`src/hdl/router_pkg.sv`:
```
package router_pkg;

    ////////////////////////////////////////////////////////////////////////////
    // Bus widths
    ////////////////////////////////////////////////////////////////////////////

    localparam int DATA_W = 32;
    localparam int ADDR_W = 32;
    localparam int WBEN_W = 4;

    // RAM word index comes from address bits 13:2
    localparam int WORD_IDX_W = 12;
    localparam int REG_IDX_W = 3;

    ////////////////////////////////////////////////////////////////////////////
    // Address map and AHB codes
    ////////////////////////////////////////////////////////////////////////////

    // Bit 15 wins over bit 14
    localparam int REG_SEL_BIT = 15;
    localparam int DMEM_SEL_BIT = 14;

    localparam logic [1:0] HTRANS_NONSEQ = 2'b10;

    localparam logic [2:0] SIZE_BYTE = 3'd0;
    localparam logic [2:0] SIZE_HALF = 3'd1;
    localparam logic [2:0] SIZE_WORD = 3'd2;

    ////////////////////////////////////////////////////////////////////////////
    // Enumerations
    ////////////////////////////////////////////////////////////////////////////

    typedef enum logic [1:0] {
        TGT_INST,
        TGT_DATA,
        TGT_REG
    } target_e;

    // Loader only until spi_change
    typedef enum logic {
        MODE_LOAD,
        MODE_RUN
    } mode_e;

    typedef enum logic [1:0] {
        REQ_SPI,
        REQ_IMEM,
        REQ_DMEM
    } req_id_e;

endpackage
```
`src/hdl/bus_router.sv`:
```
module bus_router (
    input  logic                              clk,
    input  logic                              reset,
    input  logic                              spi_change,
    input  logic [router_pkg::ADDR_W-1:0]     spi_haddr,
    input  logic [router_pkg::DATA_W-1:0]     spi_hwdata,
    input  logic [2:0]                        spi_hsize,
    input  logic [1:0]                        spi_htrans,
    input  logic [router_pkg::ADDR_W-1:0]     imem_haddr,
    input  logic [router_pkg::DATA_W-1:0]     imem_hwdata,
    input  logic [2:0]                        imem_hsize,
    input  logic                              imem_hwrite,
    input  logic [1:0]                        imem_htrans,
    output logic                              imem_hready,
    output logic [router_pkg::DATA_W-1:0]     imem_hrdata,
    input  logic [router_pkg::ADDR_W-1:0]     dmem_haddr,
    input  logic [router_pkg::DATA_W-1:0]     dmem_hwdata,
    input  logic [2:0]                        dmem_hsize,
    input  logic                              dmem_hwrite,
    input  logic [1:0]                        dmem_htrans,
    output logic                              dmem_hready,
    output logic [router_pkg::DATA_W-1:0]     dmem_hrdata,
    output logic [router_pkg::WORD_IDX_W-1:0] inst_addr,
    output logic [router_pkg::DATA_W-1:0]     inst_write,
    output logic [router_pkg::WBEN_W-1:0]     inst_wben,
    output logic                              inst_rwn,
    output logic                              inst_en,
    input  logic [router_pkg::DATA_W-1:0]     inst_read,
    output logic [router_pkg::WORD_IDX_W-1:0] data_addr,
    output logic [router_pkg::DATA_W-1:0]     data_write,
    output logic [router_pkg::WBEN_W-1:0]     data_wben,
    output logic                              data_rwn,
    output logic                              data_en,
    input  logic [router_pkg::DATA_W-1:0]     data_read,
    output logic [router_pkg::REG_IDX_W-1:0]  reg_addr,
    output logic [router_pkg::DATA_W-1:0]     reg_write,
    output logic [router_pkg::WBEN_W-1:0]     reg_wben,
    output logic                              reg_rwn,
    output logic                              reg_en,
    input  logic [router_pkg::DATA_W-1:0]     reg_read
);
    import router_pkg::*;

    logic spi_valid, imem_valid, dmem_valid;
    target_e spi_target, imem_target, dmem_target;
    logic [WORD_IDX_W-1:0] spi_word_idx, imem_word_idx, dmem_word_idx;
    logic [WBEN_W-1:0] spi_wben, imem_wben, dmem_wben;
    logic spi_write, imem_write, dmem_write;
    logic [DATA_W-1:0] spi_wdata, imem_wdata, dmem_wdata;
    logic inst_grant_spi, inst_grant_imem, inst_grant_dmem;
    logic data_grant_spi, data_grant_imem, data_grant_dmem;
    logic reg_grant_spi, reg_grant_imem, reg_grant_dmem;
    logic [WORD_IDX_W-1:0] reg_word_idx;
    mode_e mode;

    assign reg_addr = reg_word_idx[REG_IDX_W-1:0];

    ////////////////////////////////////////////////////////////////////////////
    // Requester decoders
    ////////////////////////////////////////////////////////////////////////////

    // Loader transfers are always writes
    ahb_request_decoder spi_dec_i (
        .haddr(spi_haddr), .hsize(spi_hsize), .htrans(spi_htrans), .hwrite(1'b1),
        .hwdata(spi_hwdata), .valid(spi_valid), .target(spi_target),
        .word_idx(spi_word_idx), .wben(spi_wben), .write(spi_write), .wdata(spi_wdata)
    );

    ahb_request_decoder imem_dec_i (
        .haddr(imem_haddr), .hsize(imem_hsize), .htrans(imem_htrans), .hwrite(imem_hwrite),
        .hwdata(imem_hwdata), .valid(imem_valid), .target(imem_target),
        .word_idx(imem_word_idx), .wben(imem_wben), .write(imem_write), .wdata(imem_wdata)
    );

    ahb_request_decoder dmem_dec_i (
        .haddr(dmem_haddr), .hsize(dmem_hsize), .htrans(dmem_htrans), .hwrite(dmem_hwrite),
        .hwdata(dmem_hwdata), .valid(dmem_valid), .target(dmem_target),
        .word_idx(dmem_word_idx), .wben(dmem_wben), .write(dmem_write), .wdata(dmem_wdata)
    );

    ////////////////////////////////////////////////////////////////////////////
    // Target arbiters
    ////////////////////////////////////////////////////////////////////////////

    target_arbiter inst_arb_i (
        .clk(clk), .reset(reset), .mode(mode), .my_target(TGT_INST),
        .spi_valid(spi_valid), .spi_target(spi_target), .spi_word_idx(spi_word_idx),
        .spi_wben(spi_wben), .spi_write(spi_write), .spi_wdata(spi_wdata),
        .imem_valid(imem_valid), .imem_target(imem_target), .imem_word_idx(imem_word_idx),
        .imem_wben(imem_wben), .imem_write(imem_write), .imem_wdata(imem_wdata),
        .dmem_valid(dmem_valid), .dmem_target(dmem_target), .dmem_word_idx(dmem_word_idx),
        .dmem_wben(dmem_wben), .dmem_write(dmem_write), .dmem_wdata(dmem_wdata),
        .grant_spi(inst_grant_spi), .grant_imem(inst_grant_imem),
        .grant_dmem(inst_grant_dmem), .addr(inst_addr), .wdata(inst_write),
        .wben(inst_wben), .rwn(inst_rwn), .en(inst_en)
    );

    target_arbiter data_arb_i (
        .clk(clk), .reset(reset), .mode(mode), .my_target(TGT_DATA),
        .spi_valid(spi_valid), .spi_target(spi_target), .spi_word_idx(spi_word_idx),
        .spi_wben(spi_wben), .spi_write(spi_write), .spi_wdata(spi_wdata),
        .imem_valid(imem_valid), .imem_target(imem_target), .imem_word_idx(imem_word_idx),
        .imem_wben(imem_wben), .imem_write(imem_write), .imem_wdata(imem_wdata),
        .dmem_valid(dmem_valid), .dmem_target(dmem_target), .dmem_word_idx(dmem_word_idx),
        .dmem_wben(dmem_wben), .dmem_write(dmem_write), .dmem_wdata(dmem_wdata),
        .grant_spi(data_grant_spi), .grant_imem(data_grant_imem),
        .grant_dmem(data_grant_dmem), .addr(data_addr), .wdata(data_write),
        .wben(data_wben), .rwn(data_rwn), .en(data_en)
    );

    target_arbiter reg_arb_i (
        .clk(clk), .reset(reset), .mode(mode), .my_target(TGT_REG),
        .spi_valid(spi_valid), .spi_target(spi_target), .spi_word_idx(spi_word_idx),
        .spi_wben(spi_wben), .spi_write(spi_write), .spi_wdata(spi_wdata),
        .imem_valid(imem_valid), .imem_target(imem_target), .imem_word_idx(imem_word_idx),
        .imem_wben(imem_wben), .imem_write(imem_write), .imem_wdata(imem_wdata),
        .dmem_valid(dmem_valid), .dmem_target(dmem_target), .dmem_word_idx(dmem_word_idx),
        .dmem_wben(dmem_wben), .dmem_write(dmem_write), .dmem_wdata(dmem_wdata),
        .grant_spi(reg_grant_spi), .grant_imem(reg_grant_imem),
        .grant_dmem(reg_grant_dmem), .addr(reg_word_idx), .wdata(reg_write),
        .wben(reg_wben), .rwn(reg_rwn), .en(reg_en)
    );

    router_control control_i (
        .clk(clk), .reset(reset), .spi_change(spi_change),
        .inst_grant_spi(inst_grant_spi), .inst_grant_imem(inst_grant_imem),
        .inst_grant_dmem(inst_grant_dmem), .data_grant_spi(data_grant_spi),
        .data_grant_imem(data_grant_imem), .data_grant_dmem(data_grant_dmem),
        .reg_grant_spi(reg_grant_spi), .reg_grant_imem(reg_grant_imem),
        .reg_grant_dmem(reg_grant_dmem), .imem_valid(imem_valid),
        .imem_target(imem_target), .dmem_valid(dmem_valid), .dmem_target(dmem_target),
        .inst_read(inst_read), .data_read(data_read), .reg_read(reg_read),
        .inst_en(inst_en), .data_en(data_en), .reg_en(reg_en),
        .inst_rwn(inst_rwn), .data_rwn(data_rwn), .reg_rwn(reg_rwn),
        .mode(mode), .imem_hready(imem_hready), .dmem_hready(dmem_hready),
        .imem_hrdata(imem_hrdata), .dmem_hrdata(dmem_hrdata)
    );

endmodule

```
`src/hdl/router_control.sv`:
```
module router_control (
    input  logic                          clk,
    input  logic                          reset,
    input  logic                          spi_change,
    input  logic                          inst_grant_spi,
    input  logic                          inst_grant_imem,
    input  logic                          inst_grant_dmem,
    input  logic                          data_grant_spi,
    input  logic                          data_grant_imem,
    input  logic                          data_grant_dmem,
    input  logic                          reg_grant_spi,
    input  logic                          reg_grant_imem,
    input  logic                          reg_grant_dmem,
    input  logic                          imem_valid,
    input  router_pkg::target_e           imem_target,
    input  logic                          dmem_valid,
    input  router_pkg::target_e           dmem_target,
    input  logic [router_pkg::DATA_W-1:0] inst_read,
    input  logic [router_pkg::DATA_W-1:0] data_read,
    input  logic [router_pkg::DATA_W-1:0] reg_read,
    input  logic                          inst_en,
    input  logic                          data_en,
    input  logic                          reg_en,
    input  logic                          inst_rwn,
    input  logic                          data_rwn,
    input  logic                          reg_rwn,
    output router_pkg::mode_e             mode,
    output logic                          imem_hready,
    output logic                          dmem_hready,
    output logic [router_pkg::DATA_W-1:0] imem_hrdata,
    output logic [router_pkg::DATA_W-1:0] dmem_hrdata
);
    import router_pkg::*;

    logic imem_granted;
    logic dmem_granted;
    req_id_e inst_owner;
    req_id_e data_owner;
    req_id_e reg_owner;

    function automatic req_id_e next_owner(input logic g_spi, input logic g_imem,
                                           input logic g_dmem, input req_id_e cur);
        req_id_e id;
        id = cur;
        if (g_spi) begin
            id = REQ_SPI;
        end else if (g_imem) begin
            id = REQ_IMEM;
        end else if (g_dmem) begin
            id = REQ_DMEM;
        end
        return id;
    endfunction

    always_ff @(posedge clk) begin
        if (reset) begin
            mode <= MODE_LOAD;
        end else if (mode == MODE_LOAD && spi_change) begin
            mode <= MODE_RUN;
        end
    end

    // Only the addressed arbiter can grant a port
    always_comb begin
        case (imem_target)
            TGT_INST: imem_granted = inst_grant_imem;
            TGT_DATA: imem_granted = data_grant_imem;
            default: imem_granted = reg_grant_imem;
        endcase
        case (dmem_target)
            TGT_INST: dmem_granted = inst_grant_dmem;
            TGT_DATA: dmem_granted = data_grant_dmem;
            default: dmem_granted = reg_grant_dmem;
        endcase
    end

    assign imem_hready = (mode == MODE_RUN) && !(imem_valid && !imem_granted);
    assign dmem_hready = (mode == MODE_RUN) && !(dmem_valid && !dmem_granted);

    ////////////////////////////////////////////////////////////////////////////
    // Read return
    ////////////////////////////////////////////////////////////////////////////

    always_ff @(posedge clk) begin
        if (reset) begin
            inst_owner <= REQ_SPI;
            data_owner <= REQ_SPI;
            reg_owner <= REQ_SPI;
        end else begin
            inst_owner <= next_owner(inst_grant_spi, inst_grant_imem, inst_grant_dmem, inst_owner);
            data_owner <= next_owner(data_grant_spi, data_grant_imem, data_grant_dmem, data_owner);
            reg_owner <= next_owner(reg_grant_spi, reg_grant_imem, reg_grant_dmem, reg_owner);
        end
    end

    // A port owns at most one en cycle at a time
    always_ff @(posedge clk) begin
        if (inst_en && inst_rwn && inst_owner == REQ_IMEM) imem_hrdata <= inst_read;
        if (data_en && data_rwn && data_owner == REQ_IMEM) imem_hrdata <= data_read;
        if (reg_en && reg_rwn && reg_owner == REQ_IMEM) imem_hrdata <= reg_read;
        if (inst_en && inst_rwn && inst_owner == REQ_DMEM) dmem_hrdata <= inst_read;
        if (data_en && data_rwn && data_owner == REQ_DMEM) dmem_hrdata <= data_read;
        if (reg_en && reg_rwn && reg_owner == REQ_DMEM) dmem_hrdata <= reg_read;
    end

    a_no_ready_in_load: assert property (@(posedge clk) disable iff (reset)
        mode == MODE_LOAD |-> !imem_hready && !dmem_hready);

endmodule

```
`src/hdl/target_arbiter.sv`:
```
module target_arbiter (
    input  logic                              clk,
    input  logic                              reset,
    input  router_pkg::mode_e                 mode,
    input  router_pkg::target_e               my_target,
    input  logic                              spi_valid,
    input  router_pkg::target_e               spi_target,
    input  logic [router_pkg::WORD_IDX_W-1:0] spi_word_idx,
    input  logic [router_pkg::WBEN_W-1:0]     spi_wben,
    input  logic                              spi_write,
    input  logic [router_pkg::DATA_W-1:0]     spi_wdata,
    input  logic                              imem_valid,
    input  router_pkg::target_e               imem_target,
    input  logic [router_pkg::WORD_IDX_W-1:0] imem_word_idx,
    input  logic [router_pkg::WBEN_W-1:0]     imem_wben,
    input  logic                              imem_write,
    input  logic [router_pkg::DATA_W-1:0]     imem_wdata,
    input  logic                              dmem_valid,
    input  router_pkg::target_e               dmem_target,
    input  logic [router_pkg::WORD_IDX_W-1:0] dmem_word_idx,
    input  logic [router_pkg::WBEN_W-1:0]     dmem_wben,
    input  logic                              dmem_write,
    input  logic [router_pkg::DATA_W-1:0]     dmem_wdata,
    output logic                              grant_spi,
    output logic                              grant_imem,
    output logic                              grant_dmem,
    output logic [router_pkg::WORD_IDX_W-1:0] addr,
    output logic [router_pkg::DATA_W-1:0]     wdata,
    output logic [router_pkg::WBEN_W-1:0]     wben,
    output logic                              rwn,
    output logic                              en
);
    import router_pkg::*;

    logic spi_hit;
    logic imem_hit;
    logic dmem_hit;
    logic collision;
    req_id_e favor;

    assign spi_hit = spi_valid && (spi_target == my_target);
    assign imem_hit = imem_valid && (imem_target == my_target);
    assign dmem_hit = dmem_valid && (dmem_target == my_target);
    assign collision = (mode == MODE_RUN) && imem_hit && dmem_hit;

    ////////////////////////////////////////////////////////////////////////////
    // Grants
    ////////////////////////////////////////////////////////////////////////////

    assign grant_spi = (mode == MODE_LOAD) && spi_hit;
    assign grant_imem = (mode == MODE_RUN) && imem_hit && (!dmem_hit || favor == REQ_IMEM);
    assign grant_dmem = (mode == MODE_RUN) && dmem_hit && (!imem_hit || favor == REQ_DMEM);

    // Loser of a collision wins the next one
    always_ff @(posedge clk) begin
        if (reset) begin
            favor <= REQ_DMEM;
        end else if (collision) begin
            favor <= (favor == REQ_IMEM) ? REQ_DMEM : REQ_IMEM;
        end
    end

    ////////////////////////////////////////////////////////////////////////////
    // Target port
    ////////////////////////////////////////////////////////////////////////////

    always_ff @(posedge clk) begin
        if (reset) begin
            en <= 1'b0;
        end else begin
            en <= grant_spi || grant_imem || grant_dmem;
        end
    end

    always_ff @(posedge clk) begin
        if (grant_spi) begin
            addr <= spi_word_idx;
            wdata <= spi_wdata;
            wben <= spi_wben;
            rwn <= !spi_write;
        end else if (grant_imem) begin
            addr <= imem_word_idx;
            wdata <= imem_wdata;
            wben <= imem_wben;
            rwn <= !imem_write;
        end else if (grant_dmem) begin
            addr <= dmem_word_idx;
            wdata <= dmem_wdata;
            wben <= dmem_wben;
            rwn <= !dmem_write;
        end
    end

    a_grant_onehot: assert property (@(posedge clk) disable iff (reset)
        $onehot0({grant_spi, grant_imem, grant_dmem}));

    a_no_core_in_load: assert property (@(posedge clk) disable iff (reset)
        mode == MODE_LOAD |-> !grant_imem && !grant_dmem);

endmodule

```
`src/hdl/ahb_request_decoder.sv`:
```
module ahb_request_decoder (
    input  logic [router_pkg::ADDR_W-1:0]     haddr,
    input  logic [2:0]                        hsize,
    input  logic [1:0]                        htrans,
    input  logic                              hwrite,
    input  logic [router_pkg::DATA_W-1:0]     hwdata,
    output logic                              valid,
    output router_pkg::target_e               target,
    output logic [router_pkg::WORD_IDX_W-1:0] word_idx,
    output logic [router_pkg::WBEN_W-1:0]     wben,
    output logic                              write,
    output logic [router_pkg::DATA_W-1:0]     wdata
);
    import router_pkg::*;

    logic [1:0] byte_off;

    assign byte_off = haddr[1:0];

    assign valid = (htrans == HTRANS_NONSEQ);
    assign word_idx = haddr[WORD_IDX_W+1:2];
    assign write = hwrite;
    assign wdata = hwdata;

    // Register block sits above both RAMs
    always_comb begin
        if (haddr[REG_SEL_BIT]) begin
            target = TGT_REG;
        end else if (haddr[DMEM_SEL_BIT]) begin
            target = TGT_DATA;
        end else begin
            target = TGT_INST;
        end
    end

    ////////////////////////////////////////////////////////////////////////////
    // Byte lanes
    ////////////////////////////////////////////////////////////////////////////

    always_comb begin
        case (hsize)
            SIZE_BYTE: begin
                case (byte_off)
                    2'b00: wben = 4'b0001;
                    2'b01: wben = 4'b0010;
                    2'b10: wben = 4'b0100;
                    default: wben = 4'b1000;
                endcase
            end
            SIZE_HALF: begin
                // Misaligned halves fall to the upper pair
                if (byte_off == 2'b00) begin
                    wben = 4'b0011;
                end else begin
                    wben = 4'b1100;
                end
            end
            SIZE_WORD: begin
                wben = 4'b1111;
            end
            default: begin
                wben = 4'b1111;
            end
        endcase
    end

endmodule

```
`config.mk`:
```
export PLATFORM = sky130hd
export DESIGN_NAME = bus_router
export DESIGN_NICKNAME = d
export VERILOG_FILES = /design/src/hdl/router_pkg.sv /design/src/hdl/bus_router.sv /design/src/hdl/router_control.sv /design/src/hdl/target_arbiter.sv /design/src/hdl/ahb_request_decoder.sv
export SDC_FILE = /design/constraint.sdc
export NUM_CORES = 1
export LEC_CHECK = 0
export BUFFER_PORTS_ARGS = -buffer_cell sky130_fd_sc_hd__buf_4
export CORE_AREA = 2 2 200 202
export CTS_BUF_LIST = sky130_fd_sc_hd__clkbuf_4 sky130_fd_sc_hd__clkbuf_8 sky130_fd_sc_hd__clkbuf_16
export DETAILED_ROUTE_END_ITERATION = 7
export DIE_AREA = 0 0 202 204
export GPL_ROUTABILITY_DRIVEN = 0
export PLACE_DENSITY = 0.6
export SETUP_SLACK_MARGIN = 0.02
export SYNTH_ARGS = -nofsm -noshare
export SYNTH_HDL_FRONTEND = slang
export SYNTH_SLANG_ARGS = --single-unit
```
`constraint.sdc`:
```
create_clock -name clk -period 5.2 [get_ports clk]
set_clock_uncertainty 0.15 [all_clocks]
set_input_delay 1.04 -clock clk [delete_from_list [all_inputs] [get_ports clk]]
set_output_delay 1.04 -clock clk [all_outputs]
set_load 0.005 [all_outputs]
```
### After elaboration in Yosys (flattened, before gate mapping)

Cells that the tools add are included.

* flip-flop bits (word level): 218
* input port bits: 308
* output and inout port bits: 207
* logic and storage cells: 211

* equality and inequality tests: 30
* multiplexer cells: 65
* bitwise operators: 1
* reduce and logical (&&, ||, !) cells: 88

Operators by type and width (count)
* two-way mux 32 bit: 15
* two-way mux 12 bit: 6
* two-way mux 4 bit: 12
* logical AND 1 bit: 41
* case mux 4 bit (3 select lines): 3
* equality test 2 bit, second input constant: 15
* equality test 2 x 1 -> 1 bit, second input constant: 12
* case mux 4 bit (2 select lines): 3
* two-way mux 1 bit: 15
* nonzero test 3 bit: 5
* logical NOT 1 bit: 12
* logical NOT 2 bit: 6
* logical OR 1 bit: 12
* two-way mux 2 bit: 6
* equality test 3 x 1 -> 1 bit, second input constant: 3
* logical NOT 3 bit: 3
* two-way mux 3 bit: 3
* OR reduction 3 bit: 3
* nonzero test 2 bit: 3
* OR reduction 2 bit: 3
* case mux 1 bit (2 select lines): 2
* inverter 1 bit: 1

### Longest topological paths before layout

* depth in word-level cells: 12
* mapped depth: 6
* gate-level depth less buffers: 4

### Hierarchy

From an unflattened synthesis, not the netlist that was laid out.

* cell total of the unflattened synthesis: 1413
* area total of the unflattened synthesis: 13540.5 um^2

By module, submodules not included
* target_arbiter: times used 3, cells an instance 308, area each 2879.0 um^2, seq. area each 1531.5 um^2
* router_control: times used 1, cells an instance 316, area each 3672.3 um^2, seq. area each 2062.0 um^2
* ahb_request_decoder: times used 3, cells an instance 57, area each 407.9 um^2, seq. area each 0.0 um^2
* bus_router: times used 1, cells an instance 2, area each 7.5 um^2, seq. area each 0.0 um^2

### Worst setup path after synthesis

No wires, ideal clock.

* kind: in2reg
* start: input port dmem_htrans[0]
* end: register inst_arb_i.addr[0] (netlist name) (enable)
* library setup time: 0.706 ns
* arrival time: 3.197 ns
* data required time: 4.344 ns
* setup slack: 1.147 ns
* stages on the path: 5
* path buffers: 2
* cell sequence: or4b_4 -> o2111ai_2 -> buf_6 -> buf_12 -> nand3_1

* word-level cells in the longest chain between the ends: 6
* elaborated cells between the ends (all ways): 8
* classes of those cells: eq/ne (1); reduce/logical (7)

Ends and longest elaborated chain
* start, declared: RTL line bus_router.sv:20 `input logic [1:0] dmem_htrans,`
* equality test 2 bit *: RTL line ahb_request_decoder.sv:20 `assign valid = (htrans == HTRANS_NONSEQ);`
* logical AND 1 bit *: RTL line target_arbiter.sv:43 `assign dmem_hit = dmem_valid && (dmem_target == my_target);`
* logical NOT 1 bit: RTL line target_arbiter.sv:51 `assign grant_imem = (mode == MODE_RUN) && imem_hit && (!dmem_hit || favor == REQ_IMEM);`
* logical OR 1 bit: RTL line target_arbiter.sv:51
* logical AND 1 bit: RTL line target_arbiter.sv:51
* nonzero test 3 bit (no line) *
* end signal, assigned: RTL line target_arbiter.sv:77 `addr <= spi_word_idx;`
* end signal, assigned: RTL line target_arbiter.sv:82 `addr <= imem_word_idx;`
* end signal, assigned: RTL line target_arbiter.sv:87 `addr <= dmem_word_idx;`
* end, declared: RTL line target_arbiter.sv:27 `output logic [router_pkg::WORD_IDX_W-1:0] addr,`

Every way passes the cells marked *; elsewhere a longest branch is shown, timed or not.
A chain may end at the register's enable or synchronous reset.

### Final worst setup path

* start: input port imem_htrans[0]
* end: output port dmem_hready

* word-level cells in the longest chain between the ends: 10
* elaborated cells between the ends (all ways): 18
* classes of those cells: eq/ne (1); mux (1); reduce/logical (16)

Ends and longest elaborated chain
* start, declared: RTL line bus_router.sv:13 `input logic [1:0] imem_htrans,`
* equality test 2 bit *: RTL line ahb_request_decoder.sv:20
* logical AND 1 bit: RTL line target_arbiter.sv:42 `assign imem_hit = imem_valid && (imem_target == my_target);`
* logical NOT 1 bit: RTL line target_arbiter.sv:52 `assign grant_dmem = (mode == MODE_RUN) && dmem_hit && (!imem_hit || favor == REQ_DMEM);`
* logical OR 1 bit: RTL line target_arbiter.sv:52
* logical AND 1 bit: RTL line target_arbiter.sv:52
* case mux 1 bit (2 select lines) *: RTL line router_control.sv:70 `case (dmem_target)`
* logical NOT 1 bit *: RTL line router_control.sv:78 `assign dmem_hready = (mode == MODE_RUN) && !(dmem_valid && !dmem_granted);`
* logical AND 1 bit *: RTL line router_control.sv:78
* logical NOT 1 bit *: RTL line router_control.sv:78
* logical AND 1 bit *: RTL line router_control.sv:78
* end, declared: RTL line bus_router.sv:21 `output logic dmem_hready,`

Marks and branches as above.

==> metrics.csv <==
metric;value;unit
top cell type's share of synthesized area;0.530;
Setup WS post-layout;1.46;ns
CP max stage delay;0.41;ns
Tcrit/Tclk final;0.718;
sequential power share;0.467;
pre-CTS setup slack;1.45;ns
# resized after CTS;0;
first-pass GRT wire length;60.9;mm
fin cells;1994;
grt total ovfl;0;
largest cells by area after synthesis;edfxtp_1, mux2i_1, a21oi_1, nor2_1, dfxtp_1;
Worst-Margin Slew;1.04;ns
synth warn;0;
chip height;204;um
Vias/cell;4.86;
DR iter-0 viols;409;
post-synthesis compound-gate area fraction;0.118;
drt first pass iters;5;
sw frac;0.234;
endpoints failing setup;0;
synthesis-stage register bit count;218;
Leak Pwr;7.04;nW
Synth Area per Inst;11.2;sq um
startpoint class of the critical path;primary input;
hold buffer count at cts;0;
vias in the first global route;9798;
cell taking the most area after synthesis;edfxtp_1;
worst r2r src;control_i.mode;
P per Cell Area;266;nW/um^2
routed len/inst;21.0;um
initial antenna violation count;5;
share of layout cells above drive strength 1;0.366;
R2R Setup Slk;2.18;ns
residual DRC count;0;
Slew Viols, Final;0;
PortBufs;466;
core area;39200;sq um
most common cell after layout, fill and taps aside;buf_4;
final worst path period need;3.74;ns
setup TNS;0;ns
Mapped Cells;1008;
CP Capture Type;output port;
Reg area;6360;sq um
CTS tree;built;
fin nets;1758;
Post CTS Setup Buffer Count;0;
Area Overhead vs Synth;42.9;%
clock buffer depth;3;
Clock Power Share;0.413;
min-delay worst type;flop to flop;
main combinational cell family by area after synthesis;multiplexers;
Peak VDD IR;0.348;mV
clk root buf;clkbuf_16;
Multi-input gate area;4620;sq um
initial core utilization;0.287;
clock sink total;218;
antenna-violating nets left;0;
row count;73;
clock-pin slew on the worst setup and hold paths;0.05;ns
post-synthesis cell type count;53;
die area;41200;sq um
Post-Synth Simple-Gate Area;0.104;
outcome;complete, no violations;
post-synthesis mux area share;0.179;
Worst EP required;4.01;ns
most used cell, CP;buf_4;
Main synth FF type;edfxtp_1;
number of enable flip-flop cells after synthesis;199;
sequential element share of the synthesized area;0.564;
Cell Area, Placed;15300;sq um
most frequent cells in the layout;buf_4, mux2i_1, edfxtp_1;
Cells after DPL;1947;
final hold viol count;0;
vias;9689;
Max Clk Rate;268;MHz
FFs w/ async S/R, synth;0;
critical path data arrival time;2.55;ns
CP max-delay cell;or3b_1;
largest net degree at the start of global routing;82;
Cell Int Power;0.00328;W
Detailed Place HPWL;29.9;mm
syn_nets;1316;
Num CTS Buffers;26;
critical path startpoint;imem_htrans[0];
RSZ-0062 raised after global routing;no;
WS Path Type;primary input to output port;
H-tree Lvls;1;
GRT Overall Usage;0.194;
fillers;3804;
net load switching power;0.00100;W
XOR/XNOR Fraction of Synth Area;0.00233;
Die W;202;um
Max-Cap Viols;0;
CP cell instances;buf_4, or3b_1, o311a_1, o41a_1, buf_4;
final wirelength;41.9;mm
Max FO, Critical Path;7;
Mapped Area;11300;sq um
clock latency on the worst-skew pair;0.54;ns
Hold Path Origin;reg_arb_i.favor[0];
Relative slew margins;0.303;
Finished Cell Area;16100;sq um
Comb power frac;0.120;
Post-Synth Adder-Cell Area;0;
IO Pins;515;
-- cell usage after synthesis, types with 2 or more instances --
library cell  count
a21oi_1         125
a31oi_1           2
buf_1             7
buf_2            14
buf_4             3
buf_6             5
clkbuf_1         41
dfxtp_1          19
edfxtp_1        199
inv_1             4
mux2i_1         202
nand2_1          90
nand2b_1          3
nand3_1           4
nand3b_1          2
nand4b_1          6
nand4bb_1         3
nor2_1          129
nor2b_1           8
nor3_1            3
nor3b_1           2
nor4b_1           2
o211a_1           2
o211ai_1          2
o21a_1            4
o21ai_0          50
o21ai_1          48
o221ai_1          2
xnor2_1           3
-- sequential cells by signal, summed over array words and instances, names as in the netlist, 3 cells and up --
register               flops
inst_arb_i.wdata          32
data_arb_i.wben            4
data_arb_i.wdata          32
control_i.dmem_hrdata     32
reg_arb_i.wdata           32
reg_arb_i.wben             4
inst_arb_i.addr           12
inst_arb_i.wben            4
reg_arb_i.addr             3
data_arb_i.addr           12
control_i.imem_hrdata     32
-- final cells by class --
cell class	instances	share of cell area
clock inverters	12	0.00715
inverters	4	0.000932
diodes	4	0.000622
clock buffers	31	0.0427
multi-input cells	715	0.287
flip-flops and latches	218	0.395
repair buffers	485	0.226
well taps	525	0.0408
-- stage by stage --
stage	utilization	hold slack, ns	power (W)
floorplan	-	0.299	0.00221
global placement	0.390	0.318	0.00254
detailed placement	0.390	0.320	0.00255
CTS	0.411	0.333	0.00434
global route	0.411	0.360	0.00446
finish	0.411	0.330	0.00428
-- cells by family (layout without fill, tap and decap cells) --
logic type | Yosys count | in the layout
AO/OA/AOI/OAI | 247 | 247
XOR/XNOR | 3 | 3
buffers and inverters | 75 | 532
flip-flops | 218 | 218
multiplexers | 202 | 202
other | 0 | 4
AND/OR/NAND/NOR | 263 | 263
-- worst max-delay path, delay by kind of cell --
family	cells	cell delay (ns)
AOI/OAI and AO/OA	2	0.82
and+or+nand+nor	1	0.41
buffers and inverters	2	0.27
-- final timing paths --
kind | cells past startpoint | to
setup / recovery | 5 | dmem_hready
hold / removal | 1 | reg_arb_i.favor[0]
setup reg to reg | 3 | inst_arb_i.wdata[24]
hold reg to reg | 1 | reg_arb_i.favor[0]
-- power groups by stage --
stage | Combinational, W | Clock [W] | Sequential, W
2_1_floorplan | 0.000179 | 0 | 0.00204
3_3_place_gp | 0.000506 | 0 | 0.00204
3_5_place_dp | 0.000517 | 0 | 0.00204
4_1_cts | 0.000519 | 0.00182 | 0.00200
5_1_grt | 0.000563 | 0.00189 | 0.00201
6_report | 0.000513 | 0.00177 | 0.00200
-- layer usage --
| metal | share of wire | track usage | up-vias |
|---|---|---|---|
| li1 | - | - | 4613 |
| met4 | 0.024 | 0.0609 | 2 |
| met1 | 0.38 | 0.219 | 4593 |
| met2 | 0.50 | 0.345 | 427 |
| met3 | 0.10 | 0.0673 | 54 |
| met5 | 0.00031 | 0 | - |
Power figures use the tool's default switching activity.
